[config.mk]
export PLATFORM = sky130hd
export DESIGN_NAME = fpu_pipeline
export DESIGN_NICKNAME = d
export VERILOG_FILES = /design/src/fpu_pkg.sv /design/src/fpu_issue_queue.sv /design/src/fpu_exec.sv /design/src/fpu_pipeline.sv
export VERILOG_INCLUDE_DIRS = /design/src
export SDC_FILE = /design/constraint.sdc
export NUM_CORES = 1
export LEC_CHECK = 0
export ABC_AREA = 1
export BUFFER_PORTS_ARGS = -buffer_cell sky130_fd_sc_hd__clkbuf_2
export CAP_MARGIN = 20
export CORE_MARGIN = 2
export CORE_UTILIZATION = 59
export DETAILED_ROUTE_END_ITERATION = 10
export MAX_ROUTING_LAYER = met4
export PLACE_DENSITY = 0.87
export SKIP_LAST_GASP = 1
export SYNTH_ARGS = -nofsm -noshare
export SYNTH_HDL_FRONTEND = slang
export SYNTH_SLANG_ARGS = --single-unit
[constraint.sdc]
create_clock -name clk -period 6 [get_ports clk]
set_input_delay 1.5 -clock clk [delete_from_list [all_inputs] [get_ports clk]]
set_output_delay 1.5 -clock clk [all_outputs]
set_load 0.02 [all_outputs]
[src/fpu_defs.svh]
//~~~~~~~~~~~~~~~~~~~~~~~~~~~~~~~~~~~~~~~~~~~~~~~~~~~~~~~~~~~~~~~~~~~~~~~~~~~
// Widths and depth of the FP issue slot
// FPU_DW is fixed at 32, because the exec unit decodes binary32 fields only
// FPU_IQ_DEPTH sets the queue size; the priority select scales with it
//~~~~~~~~~~~~~~~~~~~~~~~~~~~~~~~~~~~~~~~~~~~~~~~~~~~~~~~~~~~~~~~~~~~~~~~~~~~

`ifndef FPU_DEFS_SVH
`define FPU_DEFS_SVH

// Operand width, single precision
`define FPU_DW 32

// Architectural FP register address
`define FPU_REG_AW 5

// Reorder-buffer id, 16 in flight
`define FPU_ID_W 4

// Issue queue entries
// Two more items fit in the exec stages on top of these
`define FPU_IQ_DEPTH 4

`endif

[src/fpu_pkg.sv]
//~~~~~~~~~~~~~~~~~~~~~~~~~~~~~~~~~~~~~~~~~~~~~~~~~~~~~~~~~~~~~~~~~~~~~~~~~~~
// Shared types of the FP issue slot
// Code 0 of the micro-op enum is a bubble and must never be dispatched
//~~~~~~~~~~~~~~~~~~~~~~~~~~~~~~~~~~~~~~~~~~~~~~~~~~~~~~~~~~~~~~~~~~~~~~~~~~~

`default_nettype none

`include "fpu_defs.svh"

package fpu_pkg;

   // Micro-op codes, numbered from 1 so the one-hot bus is code minus one
   typedef enum logic [3:0]
   {
      UOP_NONE   = 4'd0,   // Bubble
      UOP_FSGNJ  = 4'd1,
      UOP_FSGNJN = 4'd2,
      UOP_FSGNJX = 4'd3,
      UOP_FMIN   = 4'd4,
      UOP_FMAX   = 4'd5,
      UOP_FEQ    = 4'd6,
      UOP_FLT    = 4'd7,
      UOP_FLE    = 4'd8
   } fpu_uop_e;

   typedef logic [`FPU_DW-1:0]     fpu_word_t;  // Operand / result
   typedef logic [`FPU_ID_W-1:0]   fpu_id_t;    // ROB tag
   typedef logic [`FPU_REG_AW-1:0] fpu_reg_t;   // Source register

   // Quiet NaN returned by FMIN/FMAX when both inputs are NaN
   localparam fpu_word_t FPU_CANON_NAN = 32'h7FC0_0000;

endpackage

`default_nettype wire

[src/fpu_issue_queue.sv]
//~~~~~~~~~~~~~~~~~~~~~~~~~~~~~~~~~~~~~~~~~~~~~~~~~~~~~~~~~~~~~~~~~~~~~~~~~~~
// Out-of-order issue queue, FPU_IQ_DEPTH entries
// Issues lowest ready index, not oldest by age; wakeup takes one cycle
// o_issue_ready looks at current occupancy only, no same-cycle reuse
// Dispatch must keep inputs stable while valid is high and ready low
//~~~~~~~~~~~~~~~~~~~~~~~~~~~~~~~~~~~~~~~~~~~~~~~~~~~~~~~~~~~~~~~~~~~~~~~~~~~

`default_nettype none

`include "fpu_defs.svh"

module fpu_issue_queue
(
   input  wire                       clk,
   input  wire                       i_rst_n,
   input  wire                       i_flush,
   // Dispatch
   input  wire                       i_issue_valid,
   output logic                      o_issue_ready,
   input  wire fpu_pkg::fpu_uop_e    i_uop,
   input  wire fpu_pkg::fpu_id_t     i_id,
   input  wire                       i_rs1_rdy,
   input  wire fpu_pkg::fpu_word_t   i_rs1_dat,
   input  wire fpu_pkg::fpu_reg_t    i_rs1_addr,
   input  wire                       i_rs2_rdy,
   input  wire fpu_pkg::fpu_word_t   i_rs2_dat,
   input  wire fpu_pkg::fpu_reg_t    i_rs2_addr,
   // Writeback bypass
   input  wire                       i_byp_valid,
   input  wire                       i_byp_we,
   input  wire fpu_pkg::fpu_word_t   i_byp_data,
   input  wire fpu_pkg::fpu_reg_t    i_byp_addr,
   // To exec unit
   output logic                      o_fu_valid,
   input  wire                       i_fu_ready,
   output fpu_pkg::fpu_uop_e         o_fu_uop,
   output fpu_pkg::fpu_id_t          o_fu_id,
   output fpu_pkg::fpu_word_t        o_fu_rs1,
   output fpu_pkg::fpu_word_t        o_fu_rs2
);
   import fpu_pkg::*;

   localparam int DEPTH = `FPU_IQ_DEPTH;
   localparam int IDX_W = (DEPTH > 1) ? $clog2(DEPTH) : 1;

   // Control state, per entry
   logic [DEPTH-1:0] ent_vld;
   logic [DEPTH-1:0] rs1_rdy;
   logic [DEPTH-1:0] rs2_rdy;

   // Payload, no reset
   fpu_uop_e  ent_uop  [DEPTH];
   fpu_id_t   ent_id   [DEPTH];
   fpu_word_t rs1_dat  [DEPTH];
   fpu_word_t rs2_dat  [DEPTH];
   fpu_reg_t  rs1_addr [DEPTH];
   fpu_reg_t  rs2_addr [DEPTH];

   logic [DEPTH-1:0] wake1;          // Stored rs1 hit by bypass
   logic [DEPTH-1:0] wake2;
   logic [DEPTH-1:0] ent_go;         // Both operands ready
   logic             byp_hit;
   logic             in1_wake;       // Arriving rs1 hit in same cycle
   logic             in2_wake;
   logic             acc;            // Dispatch handshake
   logic             iss;            // FU handshake
   logic [IDX_W-1:0] free_idx;
   logic [IDX_W-1:0] sel_idx;

   assign byp_hit  = i_byp_valid & i_byp_we;
   assign in1_wake = byp_hit & ~i_rs1_rdy & (i_rs1_addr == i_byp_addr);
   assign in2_wake = byp_hit & ~i_rs2_rdy & (i_rs2_addr == i_byp_addr);

   always_comb
   begin
      for (int i = 0; i < DEPTH; i++)
      begin
         wake1[i]  = ent_vld[i] & byp_hit & ~rs1_rdy[i] & (rs1_addr[i] == i_byp_addr);
         wake2[i]  = ent_vld[i] & byp_hit & ~rs2_rdy[i] & (rs2_addr[i] == i_byp_addr);
         ent_go[i] = ent_vld[i] & rs1_rdy[i] & rs2_rdy[i];   // Registered flags only
      end
   end

   // Lowest free slot and lowest ready slot, scanned downwards so index 0 wins
   always_comb
   begin
      free_idx = '0;
      sel_idx  = '0;
      for (int i = DEPTH-1; i >= 0; i--)
      begin
         if (!ent_vld[i])
            free_idx = IDX_W'(i);
         if (ent_go[i])
            sel_idx = IDX_W'(i);
      end
   end

   assign o_issue_ready = ~&ent_vld;  // Any hole
   assign acc           = i_issue_valid & o_issue_ready;

   // Selected entry straight to the FU
   assign o_fu_valid = |ent_go;
   assign o_fu_uop   = ent_uop[sel_idx];
   assign o_fu_id    = ent_id[sel_idx];
   assign o_fu_rs1   = rs1_dat[sel_idx];
   assign o_fu_rs2   = rs2_dat[sel_idx];
   assign iss        = o_fu_valid & i_fu_ready;

   always_ff @(posedge clk or negedge i_rst_n)
   begin
      if (!i_rst_n)
      begin
         ent_vld <= '0;
         rs1_rdy <= '0;
         rs2_rdy <= '0;
      end
      else if (i_flush)
         ent_vld <= '0;     // Drops this cycle's dispatch and issue too
      else
      begin
         for (int i = 0; i < DEPTH; i++)
         begin
            if (wake1[i])
               rs1_rdy[i] <= 1'b1;
            if (wake2[i])
               rs2_rdy[i] <= 1'b1;
         end
         // free_idx is never the selected entry, both can land in one cycle
         if (iss)
            ent_vld[sel_idx] <= 1'b0;
         if (acc)
         begin
            ent_vld[free_idx] <= 1'b1;
            rs1_rdy[free_idx] <= i_rs1_rdy | in1_wake;
            rs2_rdy[free_idx] <= i_rs2_rdy | in2_wake;
         end
      end
   end

   always_ff @(posedge clk)
   begin
      for (int i = 0; i < DEPTH; i++)
      begin
         if (wake1[i])
            rs1_dat[i] <= i_byp_data;  // Capture forwarded value
         if (wake2[i])
            rs2_dat[i] <= i_byp_data;
      end
      if (acc)
      begin
         ent_uop[free_idx]  <= i_uop;
         ent_id[free_idx]   <= i_id;
         rs1_addr[free_idx] <= i_rs1_addr;
         rs2_addr[free_idx] <= i_rs2_addr;
         rs1_dat[free_idx]  <= in1_wake ? i_byp_data : i_rs1_dat;
         rs2_dat[free_idx]  <= in2_wake ? i_byp_data : i_rs2_dat;
      end
   end

endmodule

`default_nettype wire

[src/fpu_exec.sv]
//~~~~~~~~~~~~~~~~~~~~~~~~~~~~~~~~~~~~~~~~~~~~~~~~~~~~~~~~~~~~~~~~~~~~~~~~~~~
// Two-stage FP sign-injection, min/max and compare unit, binary32 only
// No flags raised, signalling and quiet NaN are treated alike
// Result and id held while o_wb_valid is high and i_wb_ready low
//~~~~~~~~~~~~~~~~~~~~~~~~~~~~~~~~~~~~~~~~~~~~~~~~~~~~~~~~~~~~~~~~~~~~~~~~~~~

`default_nettype none

`include "fpu_defs.svh"

module fpu_exec
(
   input  wire                       clk,
   input  wire                       i_rst_n,
   input  wire                       i_flush,
   // From issue queue
   input  wire                       i_fu_valid,
   output logic                      o_fu_ready,
   input  wire fpu_pkg::fpu_uop_e    i_fu_uop,
   input  wire fpu_pkg::fpu_id_t     i_fu_id,
   input  wire fpu_pkg::fpu_word_t   i_fu_rs1,
   input  wire fpu_pkg::fpu_word_t   i_fu_rs2,
   // To writeback
   output logic                      o_wb_valid,
   input  wire                       i_wb_ready,
   output fpu_pkg::fpu_word_t        o_wb_data,
   output fpu_pkg::fpu_id_t          o_wb_id
);
   import fpu_pkg::*;

   localparam int SGN  = `FPU_DW - 1;
   localparam int NOPS = 8;            // UOP_FSGNJ .. UOP_FLE

   logic [NOPS-1:0] dec_op;            // One-hot, bit k = code k+1
   logic            a_nan, b_nan;
   logic            zz;                // Both zeros, any sign
   logic            ord_lt, ord_eq;    // IEEE ordering, +0 == -0

   logic            s1_vld;
   logic [NOPS-1:0] s1_op;
   fpu_id_t         s1_id;
   fpu_word_t       s1_a, s1_b;
   logic            s1_a_nan, s1_b_nan;
   logic            s1_lt, s1_eq, s1_zz;

   logic            s2_vld;
   fpu_id_t         s2_id;
   fpu_word_t       s2_data;

   logic            s1_en, s2_en;      // Stage load enables
   logic            any_nan;
   logic            mm_lt;             // Min/max order, -0 below +0
   fpu_word_t       mm_min, mm_max, res;

   always_comb
   begin
      for (int k = 0; k < NOPS; k++)
         dec_op[k] = (i_fu_uop == fpu_uop_e'(k + 1));
   end

   // Stage one compare
   always_comb
   begin
      a_nan  = (&i_fu_rs1[30:23]) & (|i_fu_rs1[22:0]);
      b_nan  = (&i_fu_rs2[30:23]) & (|i_fu_rs2[22:0]);
      zz     = ~|i_fu_rs1[SGN-1:0] & ~|i_fu_rs2[SGN-1:0];
      ord_eq = (i_fu_rs1 == i_fu_rs2) | zz;
      case ({i_fu_rs1[SGN], i_fu_rs2[SGN]})
         2'b10:   ord_lt = ~zz;                                   // Neg vs pos
         2'b01:   ord_lt = 1'b0;
         2'b00:   ord_lt = i_fu_rs1[SGN-1:0] < i_fu_rs2[SGN-1:0];
         default: ord_lt = i_fu_rs1[SGN-1:0] > i_fu_rs2[SGN-1:0]; // Both neg, mag flips
      endcase
   end

   // Advance when empty or when downstream drains
   assign s2_en      = ~s2_vld | i_wb_ready;
   assign s1_en      = ~s1_vld | s2_en;
   assign o_fu_ready = s1_en;

   always_ff @(posedge clk or negedge i_rst_n)
   begin
      if (!i_rst_n)
      begin
         s1_vld <= 1'b0;
         s2_vld <= 1'b0;
      end
      else if (i_flush)
      begin
         s1_vld <= 1'b0;
         s2_vld <= 1'b0;
      end
      else
      begin
         if (s1_en)
            s1_vld <= i_fu_valid;
         if (s2_en)
            s2_vld <= s1_vld;
      end
   end

   always_ff @(posedge clk)
   begin
      if (s1_en && i_fu_valid)
      begin
         s1_op    <= dec_op;
         s1_id    <= i_fu_id;
         s1_a     <= i_fu_rs1;
         s1_b     <= i_fu_rs2;
         s1_a_nan <= a_nan;
         s1_b_nan <= b_nan;
         s1_lt    <= ord_lt;
         s1_eq    <= ord_eq;
         s1_zz    <= zz;
      end
      if (s2_en && s1_vld)
      begin
         s2_data <= res;
         s2_id   <= s1_id;
      end
   end

   // Stage two result select
   always_comb
   begin
      any_nan = s1_a_nan | s1_b_nan;
      mm_lt   = s1_lt | (s1_zz & s1_a[SGN] & ~s1_b[SGN]);
      if (s1_a_nan && s1_b_nan)
      begin
         mm_min = FPU_CANON_NAN;
         mm_max = FPU_CANON_NAN;
      end
      else if (s1_a_nan)
      begin
         mm_min = s1_b;    // Other operand wins
         mm_max = s1_b;
      end
      else if (s1_b_nan)
      begin
         mm_min = s1_a;
         mm_max = s1_a;
      end
      else
      begin
         mm_min = mm_lt ? s1_a : s1_b;
         mm_max = mm_lt ? s1_b : s1_a;
      end
      // One-hot AND-OR mux
      res = ({`FPU_DW{s1_op[UOP_FSGNJ-1]}}  & {s1_b[SGN], s1_a[SGN-1:0]})
          | ({`FPU_DW{s1_op[UOP_FSGNJN-1]}} & {~s1_b[SGN], s1_a[SGN-1:0]})
          | ({`FPU_DW{s1_op[UOP_FSGNJX-1]}} & {s1_a[SGN] ^ s1_b[SGN], s1_a[SGN-1:0]})
          | ({`FPU_DW{s1_op[UOP_FMIN-1]}}   & mm_min)
          | ({`FPU_DW{s1_op[UOP_FMAX-1]}}   & mm_max)
          | fpu_word_t'(s1_op[UOP_FEQ-1] & ~any_nan & s1_eq)
          | fpu_word_t'(s1_op[UOP_FLT-1] & ~any_nan & s1_lt)
          | fpu_word_t'(s1_op[UOP_FLE-1] & ~any_nan & (s1_lt | s1_eq));
   end

   assign o_wb_valid = s2_vld;
   assign o_wb_data  = s2_data;
   assign o_wb_id    = s2_id;

endmodule

`default_nettype wire

[src/fpu_pipeline.sv]
//~~~~~~~~~~~~~~~~~~~~~~~~~~~~~~~~~~~~~~~~~~~~~~~~~~~~~~~~~~~~~~~~~~~~~~~~~~~
// FP issue slot, issue queue in front of the two-stage exec unit
// Best case dispatch to o_wb_valid is three edges; i_flush hits both halves
//~~~~~~~~~~~~~~~~~~~~~~~~~~~~~~~~~~~~~~~~~~~~~~~~~~~~~~~~~~~~~~~~~~~~~~~~~~~

`default_nettype none

`include "fpu_defs.svh"

module fpu_pipeline
(
   input  wire                       clk,
   input  wire                       i_rst_n,
   input  wire                       i_flush,
   // Dispatch
   input  wire                       i_issue_valid,
   output logic                      o_issue_ready,
   input  wire fpu_pkg::fpu_uop_e    i_uop,
   input  wire fpu_pkg::fpu_id_t     i_id,
   input  wire                       i_rs1_rdy,
   input  wire fpu_pkg::fpu_word_t   i_rs1_dat,
   input  wire fpu_pkg::fpu_reg_t    i_rs1_addr,
   input  wire                       i_rs2_rdy,
   input  wire fpu_pkg::fpu_word_t   i_rs2_dat,
   input  wire fpu_pkg::fpu_reg_t    i_rs2_addr,
   // Bypass
   input  wire                       i_byp_valid,
   input  wire                       i_byp_we,
   input  wire fpu_pkg::fpu_word_t   i_byp_data,
   input  wire fpu_pkg::fpu_reg_t    i_byp_addr,
   // Writeback
   output logic                      o_wb_valid,
   input  wire                       i_wb_ready,
   output fpu_pkg::fpu_word_t        o_wb_data,
   output fpu_pkg::fpu_id_t          o_wb_id
);
   import fpu_pkg::*;

   logic      fu_valid;
   logic      fu_ready;
   fpu_uop_e  fu_uop;
   fpu_id_t   fu_id;
   fpu_word_t fu_rs1;
   fpu_word_t fu_rs2;

   fpu_issue_queue u_issue_queue
   (
      .clk           (clk),
      .i_rst_n       (i_rst_n),
      .i_flush       (i_flush),
      .i_issue_valid (i_issue_valid),
      .o_issue_ready (o_issue_ready),
      .i_uop         (i_uop),
      .i_id          (i_id),
      .i_rs1_rdy     (i_rs1_rdy),
      .i_rs1_dat     (i_rs1_dat),
      .i_rs1_addr    (i_rs1_addr),
      .i_rs2_rdy     (i_rs2_rdy),
      .i_rs2_dat     (i_rs2_dat),
      .i_rs2_addr    (i_rs2_addr),
      .i_byp_valid   (i_byp_valid),
      .i_byp_we      (i_byp_we),
      .i_byp_data    (i_byp_data),
      .i_byp_addr    (i_byp_addr),
      .o_fu_valid    (fu_valid),
      .i_fu_ready    (fu_ready),
      .o_fu_uop      (fu_uop),
      .o_fu_id       (fu_id),
      .o_fu_rs1      (fu_rs1),
      .o_fu_rs2      (fu_rs2)
   );

   fpu_exec u_exec
   (
      .clk        (clk),
      .i_rst_n    (i_rst_n),
      .i_flush    (i_flush),
      .i_fu_valid (fu_valid),
      .o_fu_ready (fu_ready),
      .i_fu_uop   (fu_uop),
      .i_fu_id    (fu_id),
      .i_fu_rs1   (fu_rs1),
      .i_fu_rs2   (fu_rs2),
      .o_wb_valid (o_wb_valid),
      .i_wb_ready (i_wb_ready),
      .o_wb_data  (o_wb_data),
      .o_wb_id    (o_wb_id)
   );

endmodule

`default_nettype wire

==> impl_metrics.env, run 1 <==
export IMPL_grt_start_max_net_pins=99
export IMPL_cts_hold_fix_buffers=0
export IMPL_power_switching_mw=1.90
export IMPL_drv_cap=0
export IMPL_fill_cells=2430
export IMPL_htree_levels=2
export IMPL_ys_seq_elements=459
export IMPL_crit_fanout=30
export IMPL_cts_setup_buffers=0
export IMPL_total_power_mw=7.49
export IMPL_layout_cells_most_common="nand2_1"
export IMPL_worstSetupPathType="register to register"
export IMPL_reg2reg_from="u_issue_queue.ent_vld[0]"
export IMPL_max_slew_worst_pin_slew_ns=1.15
export IMPL_overflow=0
export IMPL_gp_congestion=0.933
export IMPL_clk_path_buf_depth=3
export IMPL_p_leak_nw=9.76
export IMPL_worstHoldStart="u_exec.s1_id[1]"
export IMPL_synthesis_area_sq_um=21400
export IMPL_vias=16800
export IMPL_fin_area_sq_um=24200
export IMPL_violations="DRC"
export IMPL_clk_pin_slew_ns=0.07
export IMPL_postLayoutSetupSlackWorst_ns=1.20
export IMPL_fp_dieH_um=194
export IMPL_worstSetupEndpointType="register"
export IMPL_r2r_cells=18
export IMPL_final_setup_tns_ns=0
export IMPL_numCtsBuffers=46
export IMPL_rows=69
export IMPL_cts_sinks=459
export IMPL_ys_flop_type="edfxtp_1"
export IMPL_avgRoutedWirePerCell_um=22.7
export IMPL_period_share=0.801
export IMPL_power_density_nw_per_um2=309
export IMPL_io_buffer_count=165
export IMPL_synthArstFlopShare=0.0305
export IMPL_p_sw_frac=0.253
export IMPL_startpoint="u_issue_queue.ent_vld[0]"
export IMPL_dp_slack_ns=1.59
export IMPL_synth_seq_area_share=0.641
export IMPL_setup_viol=0
export IMPL_min_to="u_exec.o_wb_id[1]"
export IMPL_vdd_drop_max_mv=0.194
export IMPL_outcome="complete, but fails checks"
export IMPL_cts_tree="built"
export IMPL_hold_class="register to register"
export IMPL_startpoint_type="register"
export IMPL_synth_edff_count=445
export IMPL_instances_no_fill=2606
export IMPL_internal_power_mw=5.59
export IMPL_ant_nets=0
export IMPL_final_max_slew_viol_count=0
export IMPL_combPwrFrac=0.121
export IMPL_postSynthCellCount=1963
export IMPL_placed_area_sq_um=22700
export IMPL_synthDistinctLibCells=48
export IMPL_hold_violations=0
export IMPL_arrival_ns=5.11
export IMPL_start_util=0.600
export IMPL_synth_nets=2124
export IMPL_dp_hpwl_um=37800
export IMPL_final_layout_size_suffix_gt1_frac=0.139
export IMPL_r2r_slack_ns=1.20
export IMPL_place_inst=2518
export IMPL_cts_root_buf="clkbuf_16"
export IMPL_clkPwrFrac=0.370
export IMPL_drt_pass1_iter_count=10
export IMPL_vias_per_cell=6.43
export IMPL_finClkSkew_ns=0.0158
export IMPL_cts_resized=0
export IMPL_hold_depth=0
export IMPL_die_x_um=194
export IMPL_fp_coreArea_sq_um=35700
export IMPL_syn_avg_cell_area_sq_um=10.9
export IMPL_first_iter_violations=2617
export IMPL_pwr_share_seq=0.508
export IMPL_yosysWarnings=0
export IMPL_max_slew_margin=0.230
export IMPL_layout_min_cycle_time_ns=4.80
export IMPL_final_cell_mix="nand2_1, edfxtp_1, o21ai_0, clkbuf_2, inv_1"
export IMPL_drc=18
export IMPL_ioPinCount=166
export IMPL_rsz0062_at_grt="no"
export IMPL_clkLatencyLatePin_ns=0.57
export IMPL_grt_usage=0.319
export IMPL_dieArea_sq_um=37800
export IMPL_finalNetCount=2268
export IMPL_grt_pass1_wl_um=90200
export IMPL_max_freq_mhz=208
export IMPL_antenna_found_initial=3
export IMPL_grt_pass1_vias=16400
export IMPL_synthToLayoutAreaGrowth_pct=13.2
export IMPL_drt_total_wl_um=59200
export IMPL_required_ns=6.31
export IMPL_r2r_end="u_exec.s1_lt"
## state kept, by name (all words and copies together) (netlist names), 8 cells and up
register                flops
u_issue_queue.rs1_dat     128
u_issue_queue.rs2_dat     128
u_exec.o_wb_data           32
u_exec.s1_a                32
u_exec.s1_b                32
u_issue_queue.rs1_addr     20
u_issue_queue.rs2_addr     20
u_issue_queue.ent_id       16
u_issue_queue.ent_uop      16
u_exec.s1_op                8
## per-layer routing
layer  up-vias  global-route usage  wire length [um]
met2      1388               0.504             28100
li1       7347                   -                 -
met4         0               0.149              2640
met1      7776               0.404             20800
met5         -                   -                 0
met3       240              0.0580              7580
## cells by family after synthesis
logic type	after synthesis	share of synthesized area
buffers and inverters	229	0.0439
AO/OA/AOI/OAI	451	0.113
AND/OR/NAND/NOR	699	0.141
adder cells (fa/ha/maj)	33	0.0193
multiplexers	64	0.0299
XOR/XNOR	28	0.0115
flip-flops	459	0.641
## cells in the mapped netlist, types with 3 or more instances
library cell / n / share of area
edfxtp_1: 445 / 0.62
nor4_1: 6 / 0.0018
o22ai_1: 10 / 0.0029
nor3_1: 5 / 0.0012
nand3_1: 86 / 0.020
dfrtp_1: 14 / 0.016
mux2i_1: 64 / 0.030
nor2_1: 60 / 0.011
inv_1: 122 / 0.021
buf_6: 6 / 0.0032
a21oi_1: 53 / 0.012
o21ai_0: 339 / 0.079
clkbuf_1: 62 / 0.011
buf_2: 21 / 0.0049
o31ai_1: 3 / 0.0011
buf_1: 7 / 0.0012
nand4_1: 52 / 0.015
clkinv_1: 5 / 0.00088
nand2_1: 464 / 0.081
a211oi_1: 10 / 0.0035
a32o_1: 5 / 0.0023
a221o_1: 4 / 0.0019
nand2_2: 6 / 0.0018
a31oi_1: 9 / 0.0026
ha_1: 33 / 0.019
nand4_2: 4 / 0.0023
xor2_1: 17 / 0.0070
xnor2_1: 11 / 0.0045
nand2_4: 4 / 0.0021
a221oi_1: 7 / 0.0029
nor2_2: 3 / 0.00088
nand3_2: 3 / 0.0014
inv_2: 4 / 0.00070
## through the flow
stage,util,hold slack (ns)
after floorplan,-,0.400
after global placement,0.637,0.404
after detailed placement,0.637,0.405
final,0.679,0.418
after global routing,0.679,0.422
after CTS,0.678,0.420
## final cells by class
type,count,area (sq um),area share
diodes,4,10.0,0.000413
repair buffers,194,1130,0.0465
clock inverters,15,93.8,0.00388
clock buffers,67,1340,0.0555
flip-flops and latches,459,13700,0.566
inverters,131,494,0.0204
multi-input cells,1275,6860,0.283
well taps,461,577,0.0238
## power groups by stage
stage / clock network (mW) / logic, mW / registers, mW
global route: 2.89 / 0.992 / 3.82
finish: 2.77 / 0.909 / 3.81
detailed placement: 0 / 0.862 / 3.87
CTS: 2.76 / 0.876 / 3.81
global placement: 0 / 0.822 / 3.87
floorplan: 0 / 0.521 / 3.88
## worst max-delay path: stages (launching register included)
cell and delay, ns:
dfrtp_1 0.47, nand3_4 0.16, nand2_2 0.16, clkinv_2 0.45, nand2_4 0.25, nand2_4 0.09, inv_2 0.51, buf_4 0.27
nand2_1 0.08, nand2_1 0.11, inv_1 0.07, ha_1 0.28, nand2_1 0.14, nor4b_1 0.37, nand3_1 0.13, nor4_1 0.37
nand4_1 0.32, nand3_1 0.19, nand2_1 0.09
## worst max path at each step
stage | to | depth (start not counted)
floorplan | u_issue_queue.rs1_dat[2][0] | 5
finish | u_exec.s1_lt | 18
global placement | u_issue_queue.rs2_dat[2][1] | 7
detailed placement | u_issue_queue.rs2_dat[1][22] | 7
global route | u_exec.s1_lt | 18
CTS | u_exec.s1_lt | 18
No activity file was read; power rests on OpenSTA's default activity.
==> run 2, diff against run 1 <==
--- a/config.mk
+++ b/config.mk
@@ -10,10 +10,10 @@
 export BUFFER_PORTS_ARGS = -buffer_cell sky130_fd_sc_hd__clkbuf_2
 export CAP_MARGIN = 20
 export CORE_MARGIN = 2
-export CORE_UTILIZATION = 59
+export CORE_UTILIZATION = 55
 export DETAILED_ROUTE_END_ITERATION = 10
 export MAX_ROUTING_LAYER = met4
-export PLACE_DENSITY = 0.87
+export PLACE_DENSITY = 0.85
 export SKIP_LAST_GASP = 1
 export SYNTH_ARGS = -nofsm -noshare
 export SYNTH_HDL_FRONTEND = slang
==> constraint.sdc (replaced) <==
create_clock -name clk -period 4.4 [get_ports clk]
set_input_delay 1.1 -clock clk [delete_from_list [all_inputs] [get_ports clk]]
set_output_delay 1.1 -clock clk [all_outputs]
set_load 0.02 [all_outputs]
==> run 2 against run 1 <==
The flow now finishes without violations. Final cell count grew 2.4%. Non-clock buffer count grew 4. Routed wire length decreased by 0.33%. Utilization shrank 4.7 points. Sequential power rose by 36%. Largest power group unchanged. Highest routed layer unchanged.
==> impl_metrics.env, run 2 (synthesis results as in run 1) <==
export IMPL_numCtsBuffers=46
export IMPL_dieArea_sq_um=40500
export IMPL_max_slew_worst_pin_slew_ns=0.992
export IMPL_postLayoutSetupSlackWorst_ns=0.460
export IMPL_endpoint="u_exec.s1_lt"
export IMPL_outcome="finished, final reports clean"
export IMPL_vias_per_cell=6.16
export IMPL_top_regs="u_issue_queue.rs1_dat: 128 flops, u_issue_queue.rs2_dat: 128 flops"
export IMPL_placed_area_sq_um=22900
export IMPL_layout_cells_most_common="nand2_1"
export IMPL_start_util=0.555
export IMPL_worstSetupPathType="register to register"
export IMPL_slowest_delay_ns=0.51
export IMPL_dp_slack_ns=0.587
export IMPL_htree_levels=2
export IMPL_critPathBufInv=4
export IMPL_gp_congestion=0.922
export IMPL_overflow=0
export IMPL_cts_setup_buffers=0
export IMPL_max_freq_mhz=254
export IMPL_final_max_slew_viol_count=0
export IMPL_cts_root_buf="clkbuf_16"
export IMPL_worst_path_stages=18
export IMPL_cpMostUsedCell="nand2_1"
export IMPL_reg2reg_from="u_issue_queue.ent_vld[1]"
export IMPL_final_cell_mix="nand2_1, edfxtp_1, o21ai_0, clkbuf_2, inv_1"
export IMPL_r2r_end="u_exec.s1_lt"
export IMPL_arrival_ns=4.25
export IMPL_cp_slowest_cell="inv_2"
export IMPL_crit_family="simple AND/OR/NAND/NOR gates"
export IMPL_drt_total_wl_um=59000
export IMPL_first_iter_violations=2551
export IMPL_cts_tree="built"
export IMPL_p_leak_nw=9.80
export IMPL_clkLatencyLatePin_ns=0.56
export IMPL_io_buffer_count=165
export IMPL_hold_violations=0
export IMPL_setup_viol=0
export IMPL_synthToLayoutAreaGrowth_pct=13.8
export IMPL_ioPinCount=166
export IMPL_instances_no_fill=2668
export IMPL_fp_dieH_um=201
export IMPL_fin_area_sq_um=24400
export IMPL_total_power_mw=10.3
export IMPL_clk_path_buf_depth=3
export IMPL_finClkSkew_ns=0.0131
export IMPL_die_x_um=201
export IMPL_max_slew_margin=0.339
export IMPL_clk_pin_slew_ns=0.06
export IMPL_final_setup_tns_ns=0
export IMPL_final_layout_size_suffix_gt1_frac=0.140
export IMPL_dp_hpwl_um=38000
export IMPL_grt_pass1_wl_um=90400
export IMPL_period_share=0.896
export IMPL_ant_nets=0
export IMPL_cts_hold_fix_buffers=0
export IMPL_r2r_cells=18
export IMPL_vias=16400
export IMPL_power_density_nw_per_um2=424
export IMPL_crit_fanout=31
export IMPL_crit_chain="nand3_2 -> nand2_2 -> inv_2 -> nand2_4 -> nand2_4 -> inv_2 -> buf_12 -> nand2_1 -> nand4_1 -> inv_1 -> ha_1 -> nand2_1 -> nor4b_1 -> nand3_1 -> nor4_1 -> nand4_1 -> nand3_1 -> nand2_1"
export IMPL_r2r_slack_ns=0.46
export IMPL_vdd_drop_max_mv=0.286
export IMPL_startpoint="u_issue_queue.ent_vld[1]"
export IMPL_place_inst=2581
export IMPL_worstSetupEndpointType="register"
export IMPL_fin_util=0.632
export IMPL_rows=72
export IMPL_grt_start_max_net_pins=92
export IMPL_cts_resized=0
export IMPL_finalNetCount=2272
export IMPL_fp_coreArea_sq_um=38600
export IMPL_drt_pass1_iter_count=8
export IMPL_grt_usage=0.299
export IMPL_hold_class="register to register"
export IMPL_grt_pass1_vias=16400
export IMPL_drc=0
export IMPL_timing_hold_ws_ns=0.425
export IMPL_required_ns=4.71
export IMPL_startpoint_type="register"
export IMPL_drv_cap=0
export IMPL_layout_min_cycle_time_ns=3.94
export IMPL_antenna_found_initial=1
export IMPL_cts_sinks=459
export IMPL_rsz0062_at_grt="no"
export IMPL_avgRoutedWirePerCell_um=22.1
-- run 2: changes by cell type in the layout (fill, tap and decap cells not counted), sizes merged --
| cell | previous run | this run |
|---|---|---|
| diode | 4 | 1 |
| buf | 29 | 33 |
| bufinv | 1 | 4 |
| inv | 127 | 128 |
| clkinv | 18 | 16 |
| clkinvlp | 0 | 2 |
-- run 2: worst min path at each step --
stage	startpoint	endpoint	slack [ns]	cells after the start
6_report	u_exec.s1_id[3]	u_exec.o_wb_id[3]	0.42	0
5_1_grt	u_exec.s1_id[2]	u_exec.o_wb_id[2]	0.44	0
4_1_cts	u_exec.s1_id[3]	u_exec.o_wb_id[3]	0.43	0
3_5_place_dp	u_exec.s1_id[3]	u_exec.o_wb_id[3]	0.41	0
3_3_place_gp	u_exec.s1_id[1]	u_exec.o_wb_id[1]	0.41	0
2_1_floorplan	u_exec.s1_id[0]	u_exec.o_wb_id[0]	0.40	0
-- run 2: area by class of cell --
class | count | area, sq um
clock buffers | 67 | 1290
clock inverters | 19 | 190
multi-input cells | 1275 | 6870
diodes | 1 | 2.50
well taps | 518 | 648
repair buffers | 198 | 1150
flip-flops and latches | 459 | 13700
fillers | 2914 | 14200
inverters | 131 | 492
-- run 2: routing by layer --
layer | routed length (um) | up-vias | GRT usage
li1 | - | 7336 | -
met1 | 21400 | 7670 | 0.380
met2 | 28000 | 1223 | 0.475
met3 | 6940 | 219 | 0.0492
met4 | 2630 | 0 | 0.135
met5 | 0 | - | -
-- run 2: where the power goes --
group	switching, mW	internal, mW	total (mW)
registers	0.0902	5.10	5.19
clock network	1.63	2.27	3.90
logic	0.881	0.344	1.23
total	2.60	7.72	10.3
-- run 2: worst reg2reg max path: cells and delay by family, from the launching register on --
family / cells / cell delay (ns)
simple gates: 13 / 1.85
fa+ha+maj: 1 / 0.30
flops: 1 / 0.44
buf+inv: 4 / 1.11
